`config.mk`:
```
export PLATFORM = sky130hd
export DESIGN_NAME = config_decoder_flat
export DESIGN_NICKNAME = d
export VERILOG_FILES = /design/src/fabric_pkg.sv /design/src/config_pkg.sv /design/src/config_if.sv /design/src/config_decoder.sv /design/src/flat_wrapper.sv
export SDC_FILE = /design/constraint.sdc
export NUM_CORES = 1
export LEC_CHECK = 0
export BUFFER_PORTS_ARGS = -buffer_cell sky130_fd_sc_hd__buf_2
export CAP_MARGIN = 20
export CELL_PAD_IN_SITES_DETAIL_PLACEMENT = 1
export CELL_PAD_IN_SITES_GLOBAL_PLACEMENT = 2
export CORE_ASPECT_RATIO = 0.7
export CORE_MARGIN = 2
export CORE_UTILIZATION = 10
export DETAILED_ROUTE_END_ITERATION = 10
export MAX_ROUTING_LAYER = met4
export PLACE_DENSITY_LB_ADDON = 0.05
export SLEW_MARGIN = 5
export SYNTH_ARGS = -nofsm -noshare
export SYNTH_HDL_FRONTEND = slang
export SYNTH_SLANG_ARGS = --single-unit
```
`constraint.sdc`:
```
create_clock -name vclk -period 1.7
set_clock_uncertainty 0.15 [all_clocks]
set_input_delay 0.085 -clock vclk [all_inputs]
set_output_delay 0.085 -clock vclk [all_outputs]
set_load 0.01 [all_outputs]
```
`src/fabric_pkg.sv`:
```
package fabric_pkg;

	localparam int num_sides = 4;
	localparam int num_tracks = 4;
	// Side 3 has no outgoing tracks
	localparam int num_out_sides = 3;

	// One bit per track on one side
	typedef logic [num_tracks-1:0] track_vec_t;

	typedef logic [1:0] side_t;

	// The three other sides in rising order and then the PE result
	typedef enum logic [1:0] {
		src_other0 = 2'd0,
		src_other1 = 2'd1,
		src_other2 = 2'd2,
		src_pe     = 2'd3
	} sb_src_t;

	// k-th side other than s, counting upward
	function automatic side_t other_side(side_t s, logic [1:0] k);
		side_t res;
		if (k < s) begin
			res = side_t'(k);
		end else begin
			res = side_t'(k + 2'd1);
		end
		return res;
	endfunction

endpackage

```
`src/config_pkg.sv`:
```
package config_pkg;

	import fabric_pkg::*;

	// Low half of the configuration address
	typedef logic [15:0] tile_id_t;
	// High half of the configuration address
	typedef logic [15:0] block_id_t;

	localparam block_id_t block_clb = 16'd4;
	localparam block_id_t block_cb1 = 16'd5;
	localparam block_id_t block_cb0 = 16'd6;
	localparam block_id_t block_sb  = 16'd7;

	typedef enum logic [1:0] {
		op_and  = 2'd0,
		op_or   = 2'd1,
		op_xor  = 2'd2,
		op_nand = 2'd3
	} clb_op_t;

	typedef logic [2:0] cb_sel_t;

	typedef struct packed {
		logic [29:0] unused;
		clb_op_t op;
	} clb_word_t;

	typedef struct packed {
		logic [28:0] unused;
		cb_sel_t sel;
	} cb_word_t;

	// Field index is side * num_tracks + track
	typedef struct packed {
		logic [31-2*num_out_sides*num_tracks:0] unused;
		sb_src_t [num_out_sides*num_tracks-1:0] src;
	} sb_word_t;

	typedef union packed {
		clb_word_t clb;
		cb_word_t cb;
		sb_word_t sb;
	} config_word_u;

endpackage

```
`src/config_if.sv`:
```
interface config_if;

	import config_pkg::*;

	// Same data word for every block
	config_word_u word;
	logic en_clb;
	logic en_sb;
	logic en_cb0;
	logic en_cb1;

	modport decoder (
		output word,
		output en_clb,
		output en_sb,
		output en_cb0,
		output en_cb1
	);

	modport clb (
		input word,
		input en_clb
	);

	modport sb (
		input word,
		input en_sb
	);

	// Each connection box gets its own enable as a separate port
	modport cb (
		input word
	);

endinterface

```
`src/config_decoder.sv`:
```
module config_decoder (
	input logic clk,
	input logic reset,
	input logic [31:0] config_addr,
	input logic [31:0] config_data,
	input config_pkg::tile_id_t tile_id,
	config_if.decoder cfg
);

	import config_pkg::*;

	tile_id_t addr_tile;
	block_id_t addr_block;
	logic tile_hit;

	assign addr_tile = config_addr[15:0];
	assign addr_block = config_addr[31:16];
	assign tile_hit = (addr_tile == tile_id);

	always_comb begin
		cfg.word = config_data;
		cfg.en_clb = 1'b0;
		cfg.en_sb = 1'b0;
		cfg.en_cb0 = 1'b0;
		cfg.en_cb1 = 1'b0;
		// Writes for other tiles or unknown blocks are dropped here
		if (tile_hit) begin
			case (addr_block)
				block_clb: cfg.en_clb = 1'b1;
				block_sb:  cfg.en_sb = 1'b1;
				block_cb0: cfg.en_cb0 = 1'b1;
				block_cb1: cfg.en_cb1 = 1'b1;
				default: begin
				end
			endcase
		end
	end

	// Only one block loads per write
	assert property (@(posedge clk) disable iff (reset)
		$onehot0({cfg.en_clb, cfg.en_sb, cfg.en_cb0, cfg.en_cb1}))
	else
		$error("config_decoder: more than one block enable high");

endmodule

```
`src/flat_wrapper.sv`:
```
// flat-port wrapper written by rule: the top's interface ports become plain ports
module config_decoder_flat import config_pkg::*;
  (clk, reset, config_addr, config_data, tile_id, cfg_word, cfg_en_clb, cfg_en_sb, cfg_en_cb0, cfg_en_cb1);
  config_if cfg_i ();
  input logic clk;
  input logic reset;
  input logic [31:0] config_addr;
  input logic [31:0] config_data;
  input config_pkg::tile_id_t tile_id;
  output wire logic [$bits(cfg_i.word)-1:0] cfg_word;
  output wire logic [$bits(cfg_i.en_clb)-1:0] cfg_en_clb;
  output wire logic [$bits(cfg_i.en_sb)-1:0] cfg_en_sb;
  output wire logic [$bits(cfg_i.en_cb0)-1:0] cfg_en_cb0;
  output wire logic [$bits(cfg_i.en_cb1)-1:0] cfg_en_cb1;
  assign cfg_word = cfg_i.word;
  assign cfg_en_clb = cfg_i.en_clb;
  assign cfg_en_sb = cfg_i.en_sb;
  assign cfg_en_cb0 = cfg_i.en_cb0;
  assign cfg_en_cb1 = cfg_i.en_cb1;
  config_decoder u_core (.clk(clk), .reset(reset), .config_addr(config_addr), .config_data(config_data), .tile_id(tile_id), .cfg(cfg_i));
endmodule
```
==> impl_metrics.csv <==
group,metric,value,unit
run_status,outcome,"complete, no violations",
global_routing,overflow,0,
route,drt_iter0_markers,2,
timing,max_freq,0.620,GHz
power,leakage,0.313,nW
finish,fin_nets,171,
critical_path,cp.required,1.46,ns
global_routing,grt_pass1_wl,2210,µm
synthesis,netlist_area,517,µm²
global_routing,grt_max_degree,5,
critical_path,critPathKind,"input pin to output port",
finish,ff_latch_area,0,µm²
hold_path,worstHoldStart,"config_data[20]",
timing,setup_viol,0,
die,die_x,89.9,µm
synthesis,synth_warnings,0,
synthesis,synth_top_area_share,46.5,%
placed_design,gp_congestion,0.648,
route,avgRoutedWirePerCell,9.33,µm
finish,drive_gt1_share,71.3,%
synthesis,ys_top_cells_by_area,"buf_4, xor2_1, nor4_1, xnor2_1, nor4b_2",
synthesis,seq_area_frac_synth,0,%
global_routing,grt_antenna_before_repair,0,
timing,min_period_over_period,94.9,%
route,via_count,468,
critical_path,cp-end-kind,"output port",
die,die_area,5770,µm²
die,row_count,21,
die,io_pins,118,
die,core_area,4890,µm²
timing,maxSlewViolCount,0,
critical_path,start_kind,"input pin",
route,wl,1460,µm
finish,diodes,0,
global_routing,grt_pass1_vias,512,
timing,setup-tns-final,0,ns
hold_path,worstHoldPathType,"input pin to output port",
flow_run,drv_cap,0,
timing,worstMarginPinSlew,0.323,ns
synthesis,synth_common_cells,"buf_4, xor2_1, nor4_1",
placed_design,placed_area,631,µm²
route,top_layer,"met4",
synthesis,yosysUniqueCellTypes,14,
timing,fin_crit,1.61,ns
finish,final_area,676,µm²
finish,area_delta_synth_final,30.8,%
synthesis,syn-num-nets,148,
synthesis,yosysTopAreaCell,"buf_4",
critical_path,worstPathArrival,1.38,ns
route,drc,0,
die,initial_core_util,10.6,%
route,ant_nets,0,
synthesis,synthCells,66,
placed_design,dp_hpwl,1380,µm
route,met3_length,126,µm
finish,clkbuf_count,0,
finish,fill_cells,613,
die,fp.dieH,64.1,µm
timing,finalHoldViolations,0,
global_routing,grt_usage,4.66,%
power,power_density,163,nW/µm²
power,peakVddDrop,0.0436,mV
hold_path,hold_end,"cfg_word[20]",
timing,rsz0062_at_grt,"no",
route,routed_via_density,3.00,
timing,slew-limit-headroom,78.3,%
route,drt_pass1_iterations,4,
route,wirelength_met1,516,µm
synthesis,yosysMostFrequentCell,"buf_4",
finish,seq_cells,0,
critical_path,crit_fanout,4,
route,wl_met2,722,µm
placed_design,numPortBuffers,52,
hold_path,hold_depth,0,
synthesis,synth_area_per_cell,7.83,µm²
[layout make-up]
cell class / instances / area, µm² / share of cell area [%]
well taps: 69 / 86.3 / 12.8
repair buffers: 53 / 274 / 40.6
multi-input cells: 34 / 315 / 46.7
[how the worst max path moves through the flow]
stage | startpoint | endpoint | slack, ns | depth (start not counted)
finish | config_addr[29] | cfg_en_cb1 | 0.09 | 6
CTS | config_addr[25] | cfg_en_cb1 | -0.05 | 6
global route | config_addr[29] | cfg_en_cb1 | 0.006 | 6
global placement | config_addr[25] | cfg_en_cb0 | -0.009 | 6
floorplan | config_addr[25] | cfg_en_cb0 | 0.14 | 4
detailed placement | config_addr[25] | cfg_en_cb1 | -0.05 | 6
[worst max-delay path, cell delays in order]
cell and delay (ns):
buf_6 0.09, or4_4 0.53, nor3_4 0.17, nand4_4 0.15, nor4_2 0.17, buf_2 0.18
[placed cells by master, fill, tap and decap left out]
cell type,count
nand2_1,2
or4_4,1
buf_6,1
xor2_1,12
xnor2_1,4
nand4_4,1
or3_1,1
nor4b_2,1
nand2b_1,2
nor4_1,3
nand4_1,1
nor3_4,1
nor3_2,1
buf_2,51
buf_4,1
nor4_2,4
[logic make-up (layout without fill, tap and decap cells)]
logic type    count (synthesis)  count (layout)  synth area share (%)
buf+inv                      32              53                  46.5
simple gates                 18              18                  26.4
xor+xnor                     16              16                  27.1
[power breakdown]
group	internal, mW	switching, mW
logic	0.0658	0.0446
clock network	0	0
registers	0	0
total	0.0658	0.0446
[metal layers]
metal,up-vias,GRT usage [%]
met1,196,4.52
met5,-,-
met3,14,1.06
met4,0,3.08
met2,24,8.52
li1,234,-
[timing repair]
item | 4_1_cts | 5_1_grt
resized for setup | 0 | 7
setup endpoints to repair | 3 | 3
pin swaps | 1 | 4
hold buffers | 0 | 0
buffers inserted | 0 | 0
[through the flow]
stage | instances | worst slack [ns] | hold WS [ns] | total power, mW | utilization (%)
finish | 156 | 0.0859 | 0.0200 | 0.110 | 13.8
floorplan | 66 | 0.144 | 0.112 | 0.114 | -
detailed placement | 156 | -0.0457 | 0.0201 | 0.107 | 12.9
CTS | 156 | -0.0528 | 0.0201 | 0.108 | 12.9
global route | 156 | 0.00581 | 0.0200 | 0.124 | 13.8
global placement | 156 | -0.00929 | 0.0201 | 0.108 | 12.9
Note: power is estimated with default switching activity, not from simulation.
