`src/fabric_pkg.sv`:
```
package fabric_pkg;

	localparam int num_sides = 4;
	localparam int num_tracks = 4;
	// Side 3 has no outgoing tracks
	localparam int num_out_sides = 3;

	// One bit per track on one side
	typedef logic [num_tracks-1:0] track_vec_t;

	typedef logic [1:0] side_t;

	// The three other sides in rising order and then the PE result
	typedef enum logic [1:0] {
		src_other0 = 2'd0,
		src_other1 = 2'd1,
		src_other2 = 2'd2,
		src_pe     = 2'd3
	} sb_src_t;

	// k-th side other than s, counting upward
	function automatic side_t other_side(side_t s, logic [1:0] k);
		side_t res;
		if (k < s) begin
			res = side_t'(k);
		end else begin
			res = side_t'(k + 2'd1);
		end
		return res;
	endfunction

endpackage

```
`src/config_pkg.sv`:
```
package config_pkg;

	import fabric_pkg::*;

	// Low half of the configuration address
	typedef logic [15:0] tile_id_t;
	// High half of the configuration address
	typedef logic [15:0] block_id_t;

	localparam block_id_t block_clb = 16'd4;
	localparam block_id_t block_cb1 = 16'd5;
	localparam block_id_t block_cb0 = 16'd6;
	localparam block_id_t block_sb  = 16'd7;

	typedef enum logic [1:0] {
		op_and  = 2'd0,
		op_or   = 2'd1,
		op_xor  = 2'd2,
		op_nand = 2'd3
	} clb_op_t;

	typedef logic [2:0] cb_sel_t;

	typedef struct packed {
		logic [29:0] unused;
		clb_op_t op;
	} clb_word_t;

	typedef struct packed {
		logic [28:0] unused;
		cb_sel_t sel;
	} cb_word_t;

	// Field index is side * num_tracks + track
	typedef struct packed {
		logic [31-2*num_out_sides*num_tracks:0] unused;
		sb_src_t [num_out_sides*num_tracks-1:0] src;
	} sb_word_t;

	typedef union packed {
		clb_word_t clb;
		cb_word_t cb;
		sb_word_t sb;
	} config_word_u;

endpackage

```
`src/config_if.sv`:
```
interface config_if;

	import config_pkg::*;

	// Same data word for every block
	config_word_u word;
	logic en_clb;
	logic en_sb;
	logic en_cb0;
	logic en_cb1;

	modport decoder (
		output word,
		output en_clb,
		output en_sb,
		output en_cb0,
		output en_cb1
	);

	modport clb (
		input word,
		input en_clb
	);

	modport sb (
		input word,
		input en_sb
	);

	// Each connection box gets its own enable as a separate port
	modport cb (
		input word
	);

endinterface

```
`src/connect_box.sv`:
```
module connect_box (
	input logic clk,
	input logic reset,
	config_if.cb cfg,
	input logic config_en,
	input logic [7:0] tracks,
	output logic block_out
);

	import config_pkg::*;

	cb_sel_t sel;

	always_ff @(posedge clk) begin
		if (reset) begin
			sel <= '0;
		end else if (config_en) begin
			sel <= cfg.word.cb.sel;
		end
	end

	// Tracks 0 to 3 enter the tile and 4 to 7 leave it on the same side
	assign block_out = tracks[sel];

	// Known tracks must reach the logic block as a known operand
	assert property (@(posedge clk) disable iff (reset)
		!$isunknown(tracks) |-> !$isunknown(block_out))
	else
		$error("connect_box: operand unknown with all tracks known");

endmodule

```
`src/flat_wrapper.sv`:
```
// flat-port wrapper written by rule: the top's interface ports become plain ports
module connect_box_flat import config_pkg::*;
  (clk, reset, config_en, tracks, block_out, cfg_word);
  config_if cfg_i ();
  input logic clk;
  input logic reset;
  input logic config_en;
  input logic [7:0] tracks;
  output logic block_out;
  input wire logic [$bits(cfg_i.word)-1:0] cfg_word;
  assign cfg_i.word = cfg_word;
  connect_box u_core (.clk(clk), .reset(reset), .cfg(cfg_i), .config_en(config_en), .tracks(tracks), .block_out(block_out));
endmodule
```
`config.mk`:
```
export PLATFORM = sky130hd
export DESIGN_NAME = connect_box_flat
export DESIGN_NICKNAME = d
export VERILOG_FILES = /design/src/fabric_pkg.sv /design/src/config_pkg.sv /design/src/config_if.sv /design/src/connect_box.sv /design/src/flat_wrapper.sv
export SDC_FILE = /design/constraint.sdc
export NUM_CORES = 1
export LEC_CHECK = 0
export ABC_AREA = 1
export BUFFER_PORTS_ARGS = -buffer_cell sky130_fd_sc_hd__buf_2
export CORE_AREA = 4 4 41 43
export CTS_CLUSTER_DIAMETER = 120
export CTS_CLUSTER_SIZE = 16
export DETAILED_ROUTE_END_ITERATION = 8
export DIE_AREA = 0 0 45 47
export PLACE_DENSITY = 0.62
export REMOVE_ABC_BUFFERS = 1
export SLEW_MARGIN = 40
export SYNTH_ARGS = -nofsm -noshare
export SYNTH_HDL_FRONTEND = slang
export SYNTH_SLANG_ARGS = --single-unit
```
`constraint.sdc`:
```
create_clock -name clk -period 0.8 [get_ports clk]
set_clock_uncertainty 0.1 [all_clocks]
set_input_delay 0.08 -clock clk [delete_from_list [all_inputs] [get_ports clk]]
set_output_delay 0.08 -clock clk [all_outputs]
set_load 0.01 [all_outputs]
```
==> out/qor.yml, run 1 <==
drt:
  wl_met2_um: 313
  wl_met1_um: 222
  via_per_inst: 3.68
  drc: 0
  drtIter0Drc: 1
  top_layer: "met3"
  wl_met3_um: 78
  firstDrtPassIters: 2
  wl_um: 614
  ant_nets: 0
  post_drt_wl_per_cell_um: 8.30
  vias: 272
floorplan:
  io_pins: 44
  core.rowCount: 13
  initial_utilization_pct: 16.2
  chipHeight_um: 47
  coreArea_um2: 1300
  dieArea_um2: 2120
  dieWidth_um: 45
final_layout:
  multiInputGateArea_um2: 133
  drive_gt1_share_pct: 54.2
  top_register: "u_core.sel"
  seqCellArea_um2: 65.1
  diodes: 0
  layout.nets: 103
  final_area_um2: 389
  area_growth_pct: 85.1
  top_regs: "u_core.sel (3)"
  largest_reg_flops: 3
  nFillCells: 166
clock_tree:
  cts_root_buf: "clkbuf_4"
  cts_max_level: 1
  tritoncts: "done"
  clkSinkCount: 3
  clock_path_buffers: 2
  cts_buffers: 3
  path_clk_slew_ps: 40
  insertion_delay_ps: 230
power:
  p_leak_nw: 0.225
  ir_worst_vdd_v: 0.000591
  p_per_area_nw_per_um2: 1500
placed_design:
  io_buffers: 14
  place_congestion: 0.682
  postPlaceCellArea_um2: 307
  post-place-ws_ps: -233
  dp_hpwl_um: 441
global_routing:
  antenna_found_initial: 0
  grt_overflow: 0
  gr-usage-all-layers_pct: 6.79
  grt_pass1_wl_um: 931
  grt_max_degree: 7
  grt_pass1_vias: 252
worst_hold_path:
  hold_path.class: "in2reg"
  min_to: "u_core.sel[0]"
  min_from: "reset"
  whs_path_depth: 2
worst_setup_path:
  reg2reg_to: "u_core.sel[0]"
  crit-reg2reg-launch: "u_core.sel[0]"
  rr_worst_depth: 5
  arrival_ps: 1020
  path_class: "reg2out"
  cp.required_ps: 620
  cp-start-kind: "flip-flop"
  cp-end-kind: "output port"
  r2r_setup_slack_ps: -310
  cp_max_fo: 5
logic_synthesis:
  ys_seq_area_share_pct: 28.6
  yosysWarnings: 0
  synthCells: 38
  syn_area_um2: 210
  ys_ff_latch: 3
  syn_area_per_cell_um2: 5.53
  ys_types: 8
sta:
  rsz0062_at_grt: "true"
  hold_viol_final: 3
  timing.final.ws_setup_ps: -404
  maxSlewHeadroom_pct: 87.2
  post-route-period-util_pct: 150
  holdWs_ps: -43.0
  setup-violations-final: 2
  slew_viol_final: 0
  worst_pin_slew_ps: 192
  fmax_mhz: 831
  min_period_ps: 1200
job:
  cap_violations: 0
outcome:
  status: "complete, but fails checks"
  violations: "hold timing, setup timing"
==> timing repair <==
item,CTS,global route
endpoints found under the hold margin,3,3
gates resized for setup,4,10
pin swaps,2,3
buffers inserted,2,0
endpoints found under the setup margin,3,3
==> how the worst max path moves through the flow <==
| stage | startpoint | to |
|---|---|---|
| 2_1_floorplan | u_core.sel[0] | block_out |
| 3_3_place_gp | u_core.sel[0] | block_out |
| 3_5_place_dp | u_core.sel[0] | block_out |
| 4_1_cts | u_core.sel[0] | block_out |
| 5_1_grt | u_core.sel[0] | block_out |
| 6_report | u_core.sel[0] | block_out |
==> cell usage in the layout, fill, tap and decap left out, types with 2 or more instances in the layout <==
cell type / synthesis / final
buf_4: 0 / 2
nand2_2: 1 / 4
a211oi_2: 0 / 2
inv_1: 11 / 10
nand3_1: 4 / 2
nand2_1: 12 / 9
nor2_1: 3 / 3
buf_2: 0 / 14
nand3_2: 0 / 2
clkbuf_4: 0 / 3
==> worst max-delay path, cell delays in order (launching register included) <==
cell and delay, ps:
dfxtp_4 360, inv_6 70, nand2_2 40, nand3_1 50
nand2_1 50, nand2_1 50, nand2_1 40, buf_2 130
==> stage by stage <==
step | utilization (%) | std cells | hold WS [ps] | total power [mW] | setup TNS [ps]
floorplan | - | 38 | 58.5 | 0.233 | -131
global placement | 23.6 | 68 | 182 | 0.287 | -411
detailed placement | 23.6 | 68 | 186 | 0.287 | -446
CTS | 27.6 | 74 | -65.7 | 0.580 | -730
global route | 29.9 | 74 | -43.8 | 0.629 | -847
finish | 29.9 | 74 | -43.0 | 0.582 | -714
==> logic make-up after synthesis <==
kind of cell           after synthesis  synth area share, %
and+or+nand+nor                     20                 39.3
AOI/OAI and AO/OA                    3                 10.7
buffers and inverters               12                 21.4
DFF                                  3                 28.6
==> report_power, final <==
group,switching [mW],total (mW),leakage (nW),internal (mW)
Combinational,0.0699,0.147,0.184,0.0769
Sequential,0.0121,0.173,0.0258,0.161
Clock,0.0755,0.262,0.0150,0.187
Total,0.157,0.582,0.225,0.425
==> layer usage <==
layer	vias up	GRT usage, %
met3	0	3.83
met5	-	0
li1	154	-
met2	11	9.60
met1	107	6.82
met4	0	7.02
==> Yosys cell counts, drive strengths merged <==
library cell	n	area [um^2]
nand2	13	51.3
inv	12	45.0
nand3	4	20.0
a211oi	3	22.5
dfxtp	3	60.1
nor2	3	11.3
==> layout make-up <==
cell class              count  area share (%)
multi-input cells          23            34.1
flip-flops and latches      3            16.7
repair buffers             17            24.8
clock buffers               4            6.75
well taps                  15            4.82
inverters                  12            12.9
(Power assumes the default switching activity.)
==> run 2, diff against run 1 <==
--- a/config.mk
+++ b/config.mk
@@ -12,7 +12,6 @@
 export CTS_CLUSTER_SIZE = 16
 export DETAILED_ROUTE_END_ITERATION = 8
 export DIE_AREA = 0 0 45 47
-export PLACE_DENSITY = 0.62
 export REMOVE_ABC_BUFFERS = 1
 export SLEW_MARGIN = 40
 export SYNTH_ARGS = -nofsm -noshare
==> run 2 against run 1 <==
The run still ends with hold timing, setup timing left. Via count is 2.9% higher. Global-route usage rose by 0.24 points. Worst hold slack got worse by 17 ps. Maximum frequency fell by 0.23%. Count of clock-buffer cells in the layout unchanged. Setup slack worse by 2.8 ps. Cell count unchanged. Total power fell by 1.7%.
==> out/qor.yml, run 2 (synthesis gave the netlist of run 1 again) <==
floorplan:
  coreArea_um2: 1300  # unchanged
  io_pins: 44  # unchanged
  chipHeight_um: 47  # unchanged
  dieWidth_um: 45  # unchanged
  core.rowCount: 13  # unchanged
  dieArea_um2: 2120  # unchanged
  initial_utilization_pct: 16.2  # unchanged
sta:
  holdWs_ps: -60.0  # was -43.0 ps
  hold_viol_final: 3  # unchanged
  slew_viol_final: 0  # unchanged
  post-route-period-util_pct: 151  # was 150%
  maxSlewHeadroom_pct: 89.1  # was 87.2%
  worst_pin_slew_ps: 163  # was 192 ps
  setup-violations-final: 3  # was 2
  timing.final.ws_setup_ps: -406  # was -404 ps
  fmax_mhz: 829  # was 831 MHz
  tns_ps: -725  # was -714 ps
  rsz0062_at_grt: "true"  # unchanged
  min_period_ps: 1210  # was 1200 ps
drt:
  drtIter0Drc: 2  # was 1
  via_per_inst: 3.78  # was 3.68
  ant_nets: 0  # unchanged
  vias: 280  # was 272
  drc: 0  # unchanged
  wl_um: 566  # was 614 um
  post_drt_wl_per_cell_um: 7.65  # was 8.30 um
  firstDrtPassIters: 3  # was 2
global_routing:
  grt_pass1_vias: 285  # was 252
  gr-usage-all-layers_pct: 7.03  # was 6.79%
  grt_overflow: 0  # unchanged
  antenna_found_initial: 0  # unchanged
  grt_pass1_wl_um: 1030  # was 931 um
  grt_max_degree: 7  # unchanged
worst_setup_path:
  slowest_stage: "dfxtp_4"  # unchanged
  cp_cell_sequence: "inv_4 > nand2_1 > nand3_1 > nand2_1 > nand2_1 > nand2_1 > buf_2"  # was inv_6 > nand2_2 > nand3_1 > nand2_1 > nand2_1 > nand2_1 > buf_2
  cpMostUsedCell: "nand2_1"  # unchanged
  startpoint: "u_core.sel[0]"  # unchanged
  cp_max_fo: 5  # unchanged
  path_class: "reg2out"  # unchanged
  r2r_setup_slack_ps: -310  # about the same
  critPathCapture: "block_out"  # unchanged
  cp-start-kind: "flip-flop"  # unchanged
  cp-end-kind: "output port"  # unchanged
  crit-reg2reg-launch: "u_core.sel[0]"  # unchanged
  cpPeakStageDelay_ps: 350  # was 360 ps
  arrival_ps: 1030  # was 1020 ps
  reg2reg_to: "u_core.sel[0]"  # unchanged
  cp.required_ps: 620  # about the same
  rr_worst_depth: 5  # unchanged
placed_design:
  postPlaceCellArea_um2: 307  # unchanged
  io_buffers: 14  # unchanged
  dp_hpwl_um: 453  # was 441 um
  place_congestion: 0.683  # was 0.682
  post-place-ws_ps: -241  # was -233 ps
  placed_cells: 68  # unchanged
clock_tree:
  cts_buffers: 3  # unchanged
  path_clk_slew_ps: 40  # about the same
  insertion_delay_ps: 230  # about the same
  tritoncts: "done"  # unchanged
  clock_path_buffers: 2  # unchanged
  cts_root_buf: "clkbuf_4"  # unchanged
  cts_max_level: 1  # unchanged
  clkSinkCount: 3  # unchanged
outcome:
  violations: "hold timing, setup timing"  # unchanged
  status: "complete, but fails checks"  # unchanged
worst_hold_path:
  hold_path.class: "in2reg"  # unchanged
final_layout:
  final_util_pct: 29.0  # was 29.9%
  area_growth_pct: 79.8  # was 85.1%
  final_cells: 74  # unchanged
  final_cell_mix: "buf_2 (14), inv_1 (11), nand2_1 (10)"  # was buf_2 (14), inv_1 (10), nand2_1 (9), nand2_2 (4)
  top_register: "u_core.sel"  # unchanged
  largest_reg_flops: 3  # unchanged
  final_common_cell: "buf_2"  # unchanged
  drive_gt1_share_pct: 47.5  # was 54.2%
  top_regs: "u_core.sel (3)"  # unchanged
  final_area_um2: 378  # was 389 um^2
  diodes: 0  # unchanged
  layout.nets: 103  # unchanged
power:
  p_leak_nw: 0.224  # was 0.225 nW
  power_uw: 572  # was 582 uW
  ir_worst_vdd_v: 0.000600  # was 0.000591 V
  power.internal_uw: 423  # was 425 uW
  p_seq_share_pct: 29.8  # about the same
  power_frac_comb_pct: 24.6  # was 25.2%
  p_sw_uw: 149  # was 157 uW
  switching_share_pct: 26.1  # was 27.0%
  p_per_area_nw_per_um2: 1510  # was 1500 nW/um^2
  p_clk_share_pct: 45.6  # was 45.0%
job:
  cap_violations: 0  # unchanged
## run 2: cell counts in the layout (fill, tap and decap cells not counted)
No cell type changed its count.
## run 2: cell type report
| cell class | count | area (um^2) |
|---|---|---|
| Sequential cell | 3 | 65.1 |
| Multi-Input combinational cell | 23 | 120 |
| Clock buffer | 4 | 26.3 |
| Tap cell | 15 | 18.8 |
| Timing Repair Buffer | 17 | 100 |
| Inverter | 12 | 47.5 |
| Fill cell | 159 | 923 |
## run 2: what timing repair did
| action | 4_1_cts | 5_1_grt |
|---|---|---|
| buffers inserted | 1 | 3 |
| hold endpoints to repair | 3 | 3 |
| endpoints found under the setup margin | 3 | 3 |
| pin swaps | 1 | 2 |
| gates resized for setup | 3 | 7 |
## run 2: worst min-delay path by stage
stage,depth (start not counted),from,slack (ps),to
after floorplan,1,reset,60,u_core.sel[0]
after global placement,2,reset,180,u_core.sel[1]
after detailed placement,2,reset,180,u_core.sel[2]
after CTS,2,reset,-70,u_core.sel[0]
after global routing,2,reset,-70,u_core.sel[0]
final,2,reset,-60,u_core.sel[0]
## run 2: power groups by stage
stage / logic [mW] / registers [mW] / clock network [mW]
CTS: 0.124 / 0.171 / 0.276
detailed placement: 0.115 / 0.172 / 0
global route: 0.159 / 0.174 / 0.296
finish: 0.141 / 0.171 / 0.261
global placement: 0.115 / 0.172 / 0
floorplan: 0.0630 / 0.170 / 0
## run 2: layer usage
layer	up-vias	global-route usage, %	routed length, um
met4	0	7.02	0
met2	11	11.0	256
met3	0	2.68	72
li1	155	-	-
met5	-	0	0
met1	114	7.05	237
## run 2: worst max-delay path, delay by kind of cell, from the launching register on
family,cells,cell delay (ps)
and+or+nand+nor,5,250
buffers and inverters,2,210
DFF,1,350
==> run 3, diff against run 2 <==
--- a/config.mk
+++ b/config.mk
@@ -8,6 +8,7 @@
 export ABC_AREA = 1
 export BUFFER_PORTS_ARGS = -buffer_cell sky130_fd_sc_hd__buf_2
 export CORE_AREA = 4 4 41 43
+export CTS_BUF_LIST = sky130_fd_sc_hd__clkbuf_2
 export CTS_CLUSTER_DIAMETER = 120
 export CTS_CLUSTER_SIZE = 16
 export DETAILED_ROUTE_END_ITERATION = 8
==> run 3 against run 2 <==
The flow still finishes with violations (hold timing, setup timing). Flip-flop and latch count unchanged. Maximum frequency is 2.6% higher. Wire length shrank 0.18%. Sequential share of layout area grew 0.29 points. Total power down 9.6%. Core utilization is 0.48 points lower. Register-to-register slack is essentially flat. Design area shrank 1.7%. Critical path depth is the same. Clock power decreased by 21%. Combinational power is essentially flat. Critical endpoint unchanged.
==> out/qor.yml, run 3 (synthesis gave the netlist of run 1 again) <==
outcome:
  status: "complete, but fails checks"  # unchanged
  violations: "hold timing, setup timing"  # unchanged
worst_setup_path:
  rr_worst_depth: 5  # unchanged
  critPathCapture: "block_out"  # unchanged
  cp-start-kind: "flip-flop"  # unchanged
  cp.required_ps: 620  # about the same
  path_class: "reg2out"  # unchanged
  startpoint: "u_core.sel[0]"  # unchanged
  r2r_setup_slack_ps: -310  # about the same
  arrival_ps: 1000  # was 1030 ps
  cp-end-kind: "output port"  # unchanged
  reg2reg_to: "u_core.sel[0]"  # unchanged
  cp_max_fo: 5  # unchanged
  crit-reg2reg-launch: "u_core.sel[0]"  # unchanged
power:
  p_leak_nw: 0.226  # was 0.224 nW
  p_per_area_nw_per_um2: 1390  # was 1510 nW/um^2
  power_uw: 518  # was 572 uW
  ir_worst_vdd_v: 0.000526  # was 0.000600 V
global_routing:
  grt_overflow: 0  # unchanged
  gr-usage-all-layers_pct: 7.03  # unchanged
  grt_pass1_vias: 285  # unchanged
  grt_max_degree: 7  # unchanged
  grt_pass1_wl_um: 1030  # unchanged
  antenna_found_initial: 0  # unchanged
final_layout:
  largest_reg_flops: 3  # unchanged
  nFillCells: 161  # was 159
  layout.nets: 103  # unchanged
  area_growth_pct: 76.8  # was 79.8%
  multiInputGateArea_um2: 120  # unchanged
  final_util_pct: 28.6  # was 29.0%
  final_area_um2: 372  # was 378 um^2
  top_register: "u_core.sel"  # unchanged
  final_cell_mix: "buf_2 (14), inv_1 (11), nand2_1 (10), clkbuf_2 (4)"  # was buf_2 (14), inv_1 (11), nand2_1 (10)
  drive_gt1_share_pct: 49.2  # was 47.5%
  top_regs: "u_core.sel (3)"  # unchanged
  final_cells: 74  # unchanged
  final_common_cell: "buf_2"  # unchanged
  diodes: 0  # unchanged
  seqCellArea_um2: 65.1  # unchanged
clock_tree:
  insertion_delay_ps: 200  # was 230 ps
  path_clk_slew_ps: 40  # about the same
  cts_buffers: 3  # unchanged
  clock_path_buffers: 2  # unchanged
  clkSinkCount: 3  # unchanged
  tritoncts: "done"  # unchanged
  cts_root_buf: "clkbuf_2"  # was clkbuf_4
  cts_max_level: 1  # unchanged
sta:
  setup-violations-final: 3  # unchanged
  maxSlewHeadroom_pct: 89.1  # unchanged
  min_period_ps: 1180  # was 1210 ps
  holdWs_ps: -28.7  # was -60.0 ps
  fmax_mhz: 851  # was 829 MHz
  worst_pin_slew_ps: 163  # unchanged
  slew_viol_final: 0  # unchanged
  hold_viol_final: 3  # unchanged
  rsz0062_at_grt: "true"  # unchanged
  timing.final.ws_setup_ps: -376  # was -406 ps
  post-route-period-util_pct: 147  # was 151%
floorplan:
  io_pins: 44  # unchanged
  dieWidth_um: 45  # unchanged
  initial_utilization_pct: 16.2  # unchanged
  core.rowCount: 13  # unchanged
  coreArea_um2: 1300  # unchanged
  chipHeight_um: 47  # unchanged
  dieArea_um2: 2120  # unchanged
job:
  cap_violations: 0  # unchanged
drt:
  via_per_inst: 3.78  # unchanged
  firstDrtPassIters: 3  # unchanged
  vias: 280  # unchanged
  drc: 0  # unchanged
  ant_nets: 0  # unchanged
  drtIter0Drc: 2  # unchanged
  post_drt_wl_per_cell_um: 7.64  # was 7.65 um
  wl_um: 565  # was 566 um
placed_design:
  dp_hpwl_um: 453  # unchanged
  place_congestion: 0.683  # unchanged
  placed_cells: 68  # unchanged
  io_buffers: 14  # unchanged
  postPlaceCellArea_um2: 307  # unchanged
worst_hold_path:
  hold_path.class: "in2reg"  # unchanged
  whs_path_depth: 2  # unchanged
run 3: cell counts in the layout (fill, tap and decap cells not counted):
No cell type changed its count.
run 3: what timing repair did:
item / 4_1_cts / 5_1_grt
hold endpoints to repair: 3 / 3
endpoints found under the setup margin: 3 / 3
pin swaps: 1 / 2
setup buffers: 1 / 3
gates resized for setup: 3 / 7
run 3: power breakdown:
part	leakage, nW	total [mW]	internal (mW)	switching (mW)
sequential	0.0258	0.170	0.161	0.00932
clock	0.0166	0.206	0.132	0.0746
combinational	0.183	0.141	0.0752	0.0657
total	0.226	0.518	0.368	0.150
run 3: layer usage:
metal  part of all wire, %  GRT usage, %
met1                    42          7.05
met2                    45          11.0
met3                    13          2.68
met4                     0          7.02
met5                     0             0
run 3: worst min-delay path by stage:
stage          slack [ps]  start            end
3_5_place_dp          180  reset  u_core.sel[2]
6_report              -30  reset  u_core.sel[0]
3_3_place_gp          180  reset  u_core.sel[1]
4_1_cts               -40  reset  u_core.sel[0]
2_1_floorplan          60  reset  u_core.sel[0]
5_1_grt               -60  reset  u_core.sel[0]
run 3: critical path, cell delays in order (launching register included):
cell and delay [ps]:
dfxtp_4 350, inv_4 80, nand2_1 50, nand3_1 60, nand2_1 50, nand2_1 50
nand2_1 40, buf_2 130
run 3: final cells by class:
class / count / share of cell area [%]
multi-input cells: 23 / 32.3
repair buffers: 17 / 26.9
flip-flops and latches: 3 / 17.5
inverters: 12 / 12.8
clock buffers: 4 / 5.39
well taps: 15 / 5.05
run 3: metrics by stage:
step	hold WS (ps)	setup slack [ps]	setup TNS (ps)
finish	-28.7	-376	-697
global route	-55.9	-477	-973
CTS	-40.4	-409	-620
detailed placement	182	-241	-453
global placement	183	-220	-415
floorplan	58.5	-112	-131
