File: src/fabric_pkg.sv
package fabric_pkg;

	localparam int num_sides = 4;
	localparam int num_tracks = 4;
	// Side 3 has no outgoing tracks
	localparam int num_out_sides = 3;

	// One bit per track on one side
	typedef logic [num_tracks-1:0] track_vec_t;

	typedef logic [1:0] side_t;

	// The three other sides in rising order and then the PE result
	typedef enum logic [1:0] {
		src_other0 = 2'd0,
		src_other1 = 2'd1,
		src_other2 = 2'd2,
		src_pe     = 2'd3
	} sb_src_t;

	// k-th side other than s, counting upward
	function automatic side_t other_side(side_t s, logic [1:0] k);
		side_t res;
		if (k < s) begin
			res = side_t'(k);
		end else begin
			res = side_t'(k + 2'd1);
		end
		return res;
	endfunction

endpackage

File: src/config_pkg.sv
package config_pkg;

	import fabric_pkg::*;

	// Low half of the configuration address
	typedef logic [15:0] tile_id_t;
	// High half of the configuration address
	typedef logic [15:0] block_id_t;

	localparam block_id_t block_clb = 16'd4;
	localparam block_id_t block_cb1 = 16'd5;
	localparam block_id_t block_cb0 = 16'd6;
	localparam block_id_t block_sb  = 16'd7;

	typedef enum logic [1:0] {
		op_and  = 2'd0,
		op_or   = 2'd1,
		op_xor  = 2'd2,
		op_nand = 2'd3
	} clb_op_t;

	typedef logic [2:0] cb_sel_t;

	typedef struct packed {
		logic [29:0] unused;
		clb_op_t op;
	} clb_word_t;

	typedef struct packed {
		logic [28:0] unused;
		cb_sel_t sel;
	} cb_word_t;

	// Field index is side * num_tracks + track
	typedef struct packed {
		logic [31-2*num_out_sides*num_tracks:0] unused;
		sb_src_t [num_out_sides*num_tracks-1:0] src;
	} sb_word_t;

	typedef union packed {
		clb_word_t clb;
		cb_word_t cb;
		sb_word_t sb;
	} config_word_u;

endpackage

File: src/config_if.sv
interface config_if;

	import config_pkg::*;

	// Same data word for every block
	config_word_u word;
	logic en_clb;
	logic en_sb;
	logic en_cb0;
	logic en_cb1;

	modport decoder (
		output word,
		output en_clb,
		output en_sb,
		output en_cb0,
		output en_cb1
	);

	modport clb (
		input word,
		input en_clb
	);

	modport sb (
		input word,
		input en_sb
	);

	// Each connection box gets its own enable as a separate port
	modport cb (
		input word
	);

endinterface

File: src/switch_box.sv
module switch_box (
	input logic clk,
	input logic reset,
	config_if.sb cfg,
	input fabric_pkg::track_vec_t in_side0,
	input fabric_pkg::track_vec_t in_side1,
	input fabric_pkg::track_vec_t in_side2,
	input fabric_pkg::track_vec_t in_side3,
	input logic pe_output,
	output fabric_pkg::track_vec_t out_side0,
	output fabric_pkg::track_vec_t out_side1,
	output fabric_pkg::track_vec_t out_side2
);

	import fabric_pkg::*;

	localparam int num_out = num_out_sides * num_tracks;

	sb_src_t [num_out-1:0] src;
	track_vec_t side_in [num_sides];
	track_vec_t side_out [num_out_sides];

	assign side_in[0] = in_side0;
	assign side_in[1] = in_side1;
	assign side_in[2] = in_side2;
	assign side_in[3] = in_side3;

	assign out_side0 = side_out[0];
	assign out_side1 = side_out[1];
	assign out_side2 = side_out[2];

	// All twelve sources load from one write
	always_ff @(posedge clk) begin
		if (reset) begin
			for (int i = 0; i < num_out; i++) begin
				src[i] <= src_other0;
			end
		end else if (cfg.en_sb) begin
			src <= cfg.word.sb.src;
		end
	end

	// Same track number from another side, or the PE result
	always_comb begin
		side_t cur;
		int idx;
		for (int s = 0; s < num_out_sides; s++) begin
			cur = side_t'(s);
			for (int t = 0; t < num_tracks; t++) begin
				idx = s * num_tracks + t;
				case (src[idx])
					src_other1: begin
						side_out[s][t] = side_in[other_side(cur, 2'd1)][t];
					end
					src_other2: begin
						side_out[s][t] = side_in[other_side(cur, 2'd2)][t];
					end
					src_pe: begin
						side_out[s][t] = pe_output;
					end
					default: begin
						side_out[s][t] = side_in[other_side(cur, 2'd0)][t];
					end
				endcase
			end
		end
	end

	// Every source register holds a real value after reset
	assert property (@(posedge clk) disable iff (reset) !$isunknown(src))
	else
		$error("switch_box: source register unknown");

endmodule

File: src/flat_wrapper.sv
// flat-port wrapper written by rule: the top's interface ports become plain ports
module switch_box_flat import fabric_pkg::*;
  (clk, reset, in_side0, in_side1, in_side2, in_side3, pe_output, out_side0, out_side1, out_side2, cfg_word, cfg_en_sb);
  config_if cfg_i ();
  input logic clk;
  input logic reset;
  input fabric_pkg::track_vec_t in_side0;
  input fabric_pkg::track_vec_t in_side1;
  input fabric_pkg::track_vec_t in_side2;
  input fabric_pkg::track_vec_t in_side3;
  input logic pe_output;
  output fabric_pkg::track_vec_t out_side0;
  output fabric_pkg::track_vec_t out_side1;
  output fabric_pkg::track_vec_t out_side2;
  input wire logic [$bits(cfg_i.word)-1:0] cfg_word;
  input wire logic [$bits(cfg_i.en_sb)-1:0] cfg_en_sb;
  assign cfg_i.word = cfg_word;
  assign cfg_i.en_sb = cfg_en_sb;
  switch_box u_core (.clk(clk), .reset(reset), .cfg(cfg_i), .in_side0(in_side0), .in_side1(in_side1), .in_side2(in_side2), .in_side3(in_side3), .pe_output(pe_output), .out_side0(out_side0), .out_side1(out_side1), .out_side2(out_side2));
endmodule
File: config.mk
export PLATFORM = sky130hd
export DESIGN_NAME = switch_box_flat
export DESIGN_NICKNAME = d
export VERILOG_FILES = /design/src/fabric_pkg.sv /design/src/config_pkg.sv /design/src/config_if.sv /design/src/switch_box.sv /design/src/flat_wrapper.sv
export SDC_FILE = /design/constraint.sdc
export NUM_CORES = 1
export LEC_CHECK = 0
export BUFFER_PORTS_ARGS = -buffer_cell sky130_fd_sc_hd__buf_2
export CAP_MARGIN = 20
export CORE_MARGIN = 2
export CORE_UTILIZATION = 47
export CTS_CLUSTER_SIZE = 10
export DETAILED_ROUTE_END_ITERATION = 7
export PLACE_DENSITY = 0.92
export SYNTH_ARGS = -nofsm -noshare
export SYNTH_HDL_FRONTEND = slang
export SYNTH_SLANG_ARGS = --single-unit
File: constraint.sdc
create_clock -name clk -period 1.3 [get_ports clk]
set_input_delay 0.13 -clock clk [delete_from_list [all_inputs] [get_ports clk]]
set_output_delay 0.13 -clock clk [all_outputs]
set_load 0.01 [all_outputs]
==> reports/qor.yml, run 1 <==
power:
  irDropWorstVdd_mv: 0.927
  p_per_area_nw_per_um2: 1090
  finalPower_w: 0.00170
  leakagePower_nw: 0.743
clocking:
  cts_tree: "yes"
  cts-root-buf: "clkbuf_4"
  cts_max_level: 1
  clkTransAtPathRegs_ns: 0.13
  ctsLongestPathBuffers: 2
  numCtsBuffers: 3
  clk_latency_ns: 0.30
  cts_sinks: 24
die:
  ios: 64
  core_um2: 2410
  floorplan.initialDensity_pct: 48.4
  die_h_um: 53.8
  rows: 18
  die_width_um: 53.8
  die_area_um2: 2900
worst_setup_path:
  cp_top_family: "multiplexers"
  worstPathMaxFanout: 2
  crit_required_ns: 1.17
  worstPathArrival_ns: 1.31
  start_kind: "flop"
  endpoint_kind: "primary output"
  cp_slowest_cell: "mux4_2"
  crit_path_max_incr_delay_ns: 0.51
  crit_chain: "mux4_2 > buf_6"
  crit_type: "flop to primary output"
  cp_num_buf_inv: 1
timing:
  fmax_mhz: 692
  hold_violations: 0
  rsz0062_at_grt: "yes"
  clock-skew-final_ns: 0
  relSlewSlack_pct: 71.5
  setup_viol: 12
  fin_crit_ns: 1.44
  fin_ws_ns: -0.145
  tightest_slew_ns: 0.428
  period_share_pct: 111
  hold_ws_ns: 0.0562
  slew_violations: 0
final_layout:
  regMostFlops: "u_core.src"
  nets: 200
  area_delta_synth_final_pct: 34.2
  diodes: 0
  largest_reg_flops: 24
  drive_above_1_share_pct: 59.2
  largest_registers: "u_core.src (24)"
outcome:
  violations: "negative setup slack"
  status: "complete, but fails checks"
global_route:
  grt.met2_usage_pct: 33.1
  grt_use_total_pct: 18.5
  first_global_vias: 867
  grt.met3_usage_pct: 3.33
  grt_pass1_wl_um: 3820
  grt_most_used_layer: "met2"
  grt_util_met1_pct: 22.5
  grt_max_degree: 25
  grt_overflow: 0
  antenna_found_initial: 0
synth:
  yosysTopAreaCell: "dfxtp_1"
  yosysTopAreaCellShare_pct: 41.2
  ys_ff_latch: 24
  synth.top_cells.by_count: "24 x dfxtp_1, 24 x mux2i_1, 24 x nor2_1, 10 x mux4_1, 3 x buf_6"
  syn_area_um2: 1170
  ys_seq_area_share_pct: 41.2
  synth-main-ff-cell: "dfxtp_1"
  ys_warn_count: 0
  avgSynthCellArea_um2: 13.0
  synth_top_cells_by_area: "dfxtp_1 41%, mux4_1 23%, mux2i_1 21%"
  syn-num-nets: 142
  synth_cell_types: 8
  synth_edf_count: 0
  syn_inst: 90
  async_reset_ff_share_pct: 0
worst_hold_path:
  hold_class: "input port to flop"
place:
  place_hpwl_um: 1890
  io_buffer_count: 55
  routabilityCongestion: 0.627
  dp_slack_ns: 0.117
drt:
  wl_per_cell_um: 14.7
  drt-initial-drc-count: 6
  drt-pass1-iter-count: 2
  num_vias: 907
  routed_via_density: 5.12
  drcViolationCount: 0
  detail-route-antenna-nets: 0
  routed_wl_um: 2610
run:
  drv_cap: 0
## per-stage QoR
step                instance area, µm²  TNS [ns]  util [%]  std cells
detailed placement                1450         0      60.2        170
global route                      1570     -2.21      65.0        177
CTS                               1490     -1.66      62.0        174
finish                            1570     -1.60      65.0        177
global placement                  1450         0      60.2        170
floorplan                         1170         0         -         90
## final timing paths
path                                      from              to  slack, ns  cells past startpoint
worst max-delay path             u_core.src[8]    out_side1[0]      -0.14                      2
worst max register to register   u_core.src[4]   u_core.src[4]       0.51                      3
worst min-delay path              cfg_word[21]  u_core.src[21]       0.06                      3
worst min register to register  u_core.src[20]  u_core.src[20]       0.52                      2
## where the power goes
part           total (W)  switching (W)  internal [W]
Combinational   0.000367       0.000143      0.000224
Clock           0.000521       0.000210      0.000311
Sequential      0.000816      0.0000319      0.000784
## worst min-delay path, delay by kind of cell
kind	cells	cell delay, ns
muxes	1	0.05
and+or+nand+nor	1	0.07
buffers and inverters	1	0.07
## routing by layer
metal / up-vias / part of all wire [%]
met2: 27 / 56
met4: 0 / 0.73
met5: - / 0
li1: 442 / -
met3: 2 / 5.8
met1: 436 / 38
## logic make-up (layout without fill, tap and decap cells)
kind of cell           after synthesis  after routing  synth area share [%]
AND/OR/NAND/NOR                     24             24                  7.72
buffers and inverters                6             63                  4.18
flip-flops                          24             24                  41.2
multiplexers                        36             36                  46.9
## what timing repair did
| action | 4_1_cts | 5_1_grt |
|---|---|---|
| hold buffers | 0 | 0 |
| buffers inserted | 0 | 3 |
| endpoints found under the setup margin | 12 | 12 |
| cloned | 0 | 0 |
| gates resized for setup | 24 | 8 |
## cell type report
cell class | instances | area [µm²]
timing repair buffer | 59 | 380
tap | 30 | 37.5
multi-input combinational | 60 | 601
clock inverter | 1 | 30.0
fill | 210 | 843
clock buffer | 3 | 22.5
sequential | 24 | 495
## cells in the final DEF, fill, tap and decap left out, drive strengths merged
cell     n
buf     59
bufinv   1
clkbuf   3
dfxtp   24
mux2i   24
mux4    12
nor2    24
Power figures use the tool's default switching activity.
==> run 2: changes to the inputs <==
==> constraint.sdc (replaced) <==
create_clock -name clk -period 1.3 [get_ports clk]
set_input_delay 0.065 -clock clk [delete_from_list [all_inputs] [get_ports clk]]
set_output_delay 0.065 -clock clk [all_outputs]
set_load 0.01 [all_outputs]
==> reports/qor.yml, run 2 (synthesis gave the netlist of run 1 again) <==
worst_setup_path:
  worstPathMaxFanout: 2  # unchanged
  endpoint_kind: "primary output"  # unchanged
  crit_type: "flop to primary output"  # unchanged
  worstPathArrival_ns: 1.33  # was 1.31 ns
  crit_required_ns: 1.24  # was 1.17 ns
  start_kind: "flop"  # unchanged
die:
  ios: 64  # unchanged
  die_width_um: 53.8  # unchanged
  die_area_um2: 2900  # unchanged
  core_um2: 2410  # unchanged
  floorplan.initialDensity_pct: 48.4  # unchanged
  die_h_um: 53.8  # unchanged
  rows: 18  # unchanged
power:
  leakagePower_nw: 0.784  # was 0.743 nW
  internal-power_w: 0.00134  # was 0.00132 W
  pwr-share-clk_pct: 30.3  # was 30.6%
  p_per_area_nw_per_um2: 1040  # was 1090 nW/µm²
  switching_share_pct: 23.0  # was 22.6%
  p_sw_w: 0.000400  # was 0.000384 W
  irDropWorstVdd_mv: 1.08  # was 0.927 mV
  p_seq_share_pct: 46.9  # was 47.9%
  pwr-share-comb_pct: 22.8  # was 21.6%
  finalPower_w: 0.00174  # was 0.00170 W
timing:
  fin_ws_ns: -0.0965  # was -0.145 ns
  tightest_slew_ns: 0.434  # was 0.428 ns
  hold_ws_ns: -0.00445  # was 0.0562 ns
  hold_violations: 1  # was 0
  relSlewSlack_pct: 71.0  # was 71.5%
  finalSetupTns_ns: -0.869  # was -1.60 ns
  period_share_pct: 107  # was 111%
  setup_viol: 12  # unchanged
  clock-skew-final_ns: 0  # unchanged
  rsz0062_at_grt: "yes"  # unchanged
  slew_violations: 0  # unchanged
  fmax_mhz: 716  # was 692 MHz
  fin_crit_ns: 1.40  # was 1.44 ns
run:
  drv_cap: 0  # unchanged
final_layout:
  final_common_cell: "buf_2"  # unchanged
  nets: 210  # was 200
  largest_reg_flops: 24  # unchanged
  largest_registers: "u_core.src (24)"  # unchanged
  utilization_pct: 69.3  # was 65.0%
  fin_area_um2: 1670  # was 1570 µm²
  area_delta_synth_final_pct: 43.0  # was 34.2%
  mostFrequentLayoutCells: "45 x buf_2, 24 x mux2i_1, 24 x nor2_1"  # unchanged
  diodes: 0  # unchanged
  regMostFlops: "u_core.src"  # unchanged
  drive_above_1_share_pct: 54.8  # was 59.2%
drt:
  routed_via_density: 5.19  # was 5.12
  detail-route-antenna-nets: 0  # unchanged
  drcViolationCount: 0  # unchanged
  drt-initial-drc-count: 11  # was 6
  wl_per_cell_um: 15.8  # was 14.7 µm
  drt-pass1-iter-count: 4  # was 2
  routed_wl_um: 2960  # was 2610 µm
  num_vias: 971  # was 907
clocking:
  numCtsBuffers: 3  # unchanged
  cts_sinks: 24  # unchanged
  cts-root-buf: "clkbuf_4"  # unchanged
  cts_max_level: 1  # unchanged
  clk_latency_ns: 0.30  # about the same
  clkTransAtPathRegs_ns: 0.13  # about the same
  ctsLongestPathBuffers: 2  # unchanged
  cts_tree: "yes"  # unchanged
global_route:
  antenna_found_initial: 0  # unchanged
  grt_pass1_wl_um: 4140  # was 3820 µm
  grt_max_degree: 25  # unchanged
  grt_overflow: 0  # unchanged
  first_global_vias: 945  # was 867
  grt_use_total_pct: 20.1  # was 18.5%
outcome:
  status: "complete, but fails checks"  # unchanged
  violations: "negative hold slack, negative setup slack"  # was negative setup slack
place:
  io_buffer_count: 55  # unchanged
  routabilityCongestion: 0.626  # was 0.627
  dp_slack_ns: 0.182  # was 0.117 ns
  placed_cell_area_um2: 1450  # unchanged
  place_hpwl_um: 1890  # unchanged
worst_hold_path:
  hold_class: "input port to flop"  # unchanged
-- run 2: timing repair --
action,4_1_cts,5_1_grt
hold buffers,10,1
buffers inserted,0,2
cloned,0,0
resized for setup,24,8
endpoints found under the setup margin,12,12
endpoints found under the hold margin,10,1
-- run 2: final cells by class --
class / instances / area (µm²)
clock buffer: 3 / 22.5
clock inverter: 1 / 30.0
fill: 195 / 741
multi-input combinational: 60 / 601
sequential: 24 / 495
tap: 30 / 37.5
timing repair buffer: 69 / 483
-- run 2: routing by layer --
metal	share of wire, %	track usage [%]	vias up
met4	1.3	5.98	0
met3	5.5	2.78	4
met2	58	36.8	39
met1	35	24.1	465
met5	0	0	-
li1	-	-	463
-- run 2: power groups by stage --
stage	clock, W	combinational (W)	sequential, W
3_5_place_dp	0	0.000305	0.000825
4_1_cts	0.000532	0.000345	0.000816
6_report	0.000527	0.000396	0.000817
2_1_floorplan	0	0.000185	0.000816
5_1_grt	0.000564	0.000427	0.000823
3_3_place_gp	0	0.000294	0.000821
-- run 2: stage by stage --
stage,hold slack [ns],std cells
after floorplan,0.137,90
after global placement,0.300,170
after detailed placement,0.310,170
after CTS,0.000551,184
after global routing,0.000490,187
final,-0.00445,187
-- run 2: critical path, stage by stage (launching register included) --
cell     delay (ns)
dfxtp_2        0.37
mux4_2         0.52
buf_6          0.14
-- run 2: final timing paths --
check | from | to | slack, ns | cells after the start
setup / recovery | u_core.src[12] | out_side1[2] | -0.1 | 2
hold / removal | cfg_word[6] | u_core.src[6] | -0.004 | 3
setup reg to reg | u_core.src[4] | u_core.src[4] | 0.45 | 3
hold reg to reg | u_core.src[20] | u_core.src[20] | 0.52 | 2
==> run 3: changes to the inputs <==
- ABC_AREA: unset -> 0
- RECOVER_POWER: unset -> 100
==> reports/qor.yml, run 3 (synthesis gave the netlist of run 1 again) <==
outcome:
  status: "complete, but fails checks"  # unchanged
  violations: "negative hold slack, negative setup slack"  # unchanged
die:
  die_h_um: 53.8  # unchanged
  ios: 64  # unchanged
  floorplan.initialDensity_pct: 48.4  # unchanged
  rows: 18  # unchanged
  die_area_um2: 2900  # unchanged
  core_um2: 2410  # unchanged
  die_width_um: 53.8  # unchanged
clocking:
  clk_latency_ns: 0.30  # about the same
  cts_sinks: 24  # unchanged
  ctsLongestPathBuffers: 2  # unchanged
  cts_tree: "yes"  # unchanged
  cts_max_level: 1  # unchanged
  clkTransAtPathRegs_ns: 0.13  # about the same
  cts-root-buf: "clkbuf_4"  # unchanged
  numCtsBuffers: 3  # unchanged
drt:
  drt-initial-drc-count: 11  # unchanged
  num_vias: 971  # unchanged
  detail-route-antenna-nets: 0  # unchanged
  routed_via_density: 5.19  # unchanged
  drt-pass1-iter-count: 4  # unchanged
  wl_per_cell_um: 15.8  # unchanged
  drcViolationCount: 0  # unchanged
  routed_wl_um: 2960  # unchanged
final_layout:
  fin_cells: 187  # unchanged
  multi_input_area_um2: 601  # unchanged
  largest_reg_flops: 24  # unchanged
  seqCellArea_um2: 494  # was 495 µm²
  mostFrequentLayoutCells: "45 x buf_2, 24 x mux2i_1, 24 x nor2_1, 13 x dfxtp_1, 12 x mux4_2"  # was 45 x buf_2, 24 x mux2i_1, 24 x nor2_1
  diodes: 0  # unchanged
  fillers: 196  # was 195
  utilization_pct: 69.2  # was 69.3%
  nets: 210  # unchanged
  final_common_cell: "buf_2"  # unchanged
  drive_above_1_share_pct: 54.1  # was 54.8%
  regMostFlops: "u_core.src"  # unchanged
  area_delta_synth_final_pct: 42.9  # was 43.0%
  largest_registers: "u_core.src (24)"  # unchanged
worst_setup_path:
  cp_num_buf_inv: 1  # unchanged
  crit_type: "flop to primary output"  # unchanged
  worstPathMaxFanout: 2  # unchanged
  worstPathArrival_ns: 1.33  # about the same
  cp_slowest_cell: "mux4_2"  # unchanged
  critPathLaunch: "u_core.src[12]"  # unchanged
  cp_top_family: "multiplexers"  # unchanged
  start_kind: "flop"  # unchanged
  crit_required_ns: 1.24  # about the same
  crit_path_max_incr_delay_ns: 0.52  # about the same
  crit_chain: "mux4_2 > buf_6"  # unchanged
  r2r-start: "u_core.src[4]"  # unchanged
  endpoint_kind: "primary output"  # unchanged
timing:
  tightest_slew_ns: 0.434  # unchanged
  relSlewSlack_pct: 71.0  # unchanged
  hold_violations: 1  # unchanged
  slew_violations: 0  # unchanged
  period_share_pct: 107  # unchanged
  hold_ws_ns: -0.00445  # unchanged
  rsz0062_at_grt: "yes"  # unchanged
  finalSetupTns_ns: -0.895  # was -0.869 ns
  setup_viol: 12  # unchanged
  fin_ws_ns: -0.0965  # unchanged
  fmax_mhz: 716  # unchanged
  fin_crit_ns: 1.40  # unchanged
  clock-skew-final_ns: 0  # unchanged
global_route:
  grt_max_degree: 25  # unchanged
  grt_pass1_wl_um: 4140  # unchanged
  first_global_vias: 945  # unchanged
  grt_use_total_pct: 20.1  # unchanged
  grt_overflow: 0  # unchanged
  antenna_found_initial: 0  # unchanged
place:
  place_hpwl_um: 1890  # unchanged
  placed_cells: 170  # unchanged
  routabilityCongestion: 0.626  # unchanged
  io_buffer_count: 55  # unchanged
power:
  irDropWorstVdd_mv: 1.08  # about the same
  pwr-share-comb_pct: 22.8  # about the same
  pwr-share-clk_pct: 30.3  # about the same
  internal-power_w: 0.00134  # about the same
  switching_share_pct: 23.0  # about the same
  leakagePower_nw: 0.784  # about the same
  p_seq_share_pct: 46.9  # about the same
  p_sw_w: 0.000400  # unchanged
  p_per_area_nw_per_um2: 1040  # about the same
run:
  drv_cap: 0  # unchanged
worst_hold_path:
  worstHoldStart: "cfg_word[6]"  # unchanged
  hold_class: "input port to flop"  # unchanged
[run 3: cell counts in the layout (fill, tap and decap cells not counted)]
Identical to the previous run, type by type.
[run 3: layer usage]
metal / global-route usage (%) / wire (µm) / vias up
li1: - / - / 463
met4: 5.98 / 39 / 0
met5: 0 / 0 / -
met3: 2.78 / 162 / 4
met1: 24.1 / 1030 / 465
met2: 36.8 / 1720 / 39
[run 3: power groups by stage]
stage | logic [W] | registers, W | clock network (W)
3_3_place_gp | 0.000294 | 0.000821 | 0
4_1_cts | 0.000345 | 0.000816 | 0.000532
3_5_place_dp | 0.000305 | 0.000825 | 0
6_report | 0.000396 | 0.000816 | 0.000527
5_1_grt | 0.000427 | 0.000822 | 0.000564
2_1_floorplan | 0.000185 | 0.000816 | 0
[run 3: worst paths after layout]
kind	endpoint	slack (ns)	depth (start not counted)
hold / removal	u_core.src[6]	-0.004	3
setup / recovery	out_side1[2]	-0.1	2
setup reg to reg	u_core.src[4]	0.45	3
hold reg to reg	u_core.src[20]	0.52	2
[run 3: final cells by class]
class	instances	share of cell area, %
tap	30	2.25
clock inverter	1	1.80
clock buffer	3	1.35
multi-input combinational	60	36.0
sequential	24	29.6
timing repair buffer	69	29.0
[run 3: timing repair]
item / CTS / global route
setup buffers: 0 / 2
gates resized for setup: 24 / 8
endpoints found under the hold margin: 10 / 1
pin swaps: 0 / 0
setup endpoints to repair: 12 / 12
hold buffers: 10 / 1
[run 3: worst register-to-register path: cells and delay by family, from the launching register on]
kind / cells / cell delay, ns
muxes: 1 / 0.19
and+or+nand+nor: 1 / 0.07
DFF: 1 / 0.35
buffers and inverters: 1 / 0.13
[run 3: through the flow]
stage / area, µm² / hold slack, ns / setup WS, ns / power [W]
6_report: 1670 / -0.00445 / -0.0965 / 0.00174
3_3_place_gp: 1450 / 0.300 / 0.204 / 0.00111
3_5_place_dp: 1450 / 0.310 / 0.182 / 0.00113
5_1_grt: 1670 / 0.000490 / -0.137 / 0.00181
2_1_floorplan: 1170 / 0.137 / 0.323 / 0.00100
4_1_cts: 1590 / 0.000551 / -0.0881 / 0.00169
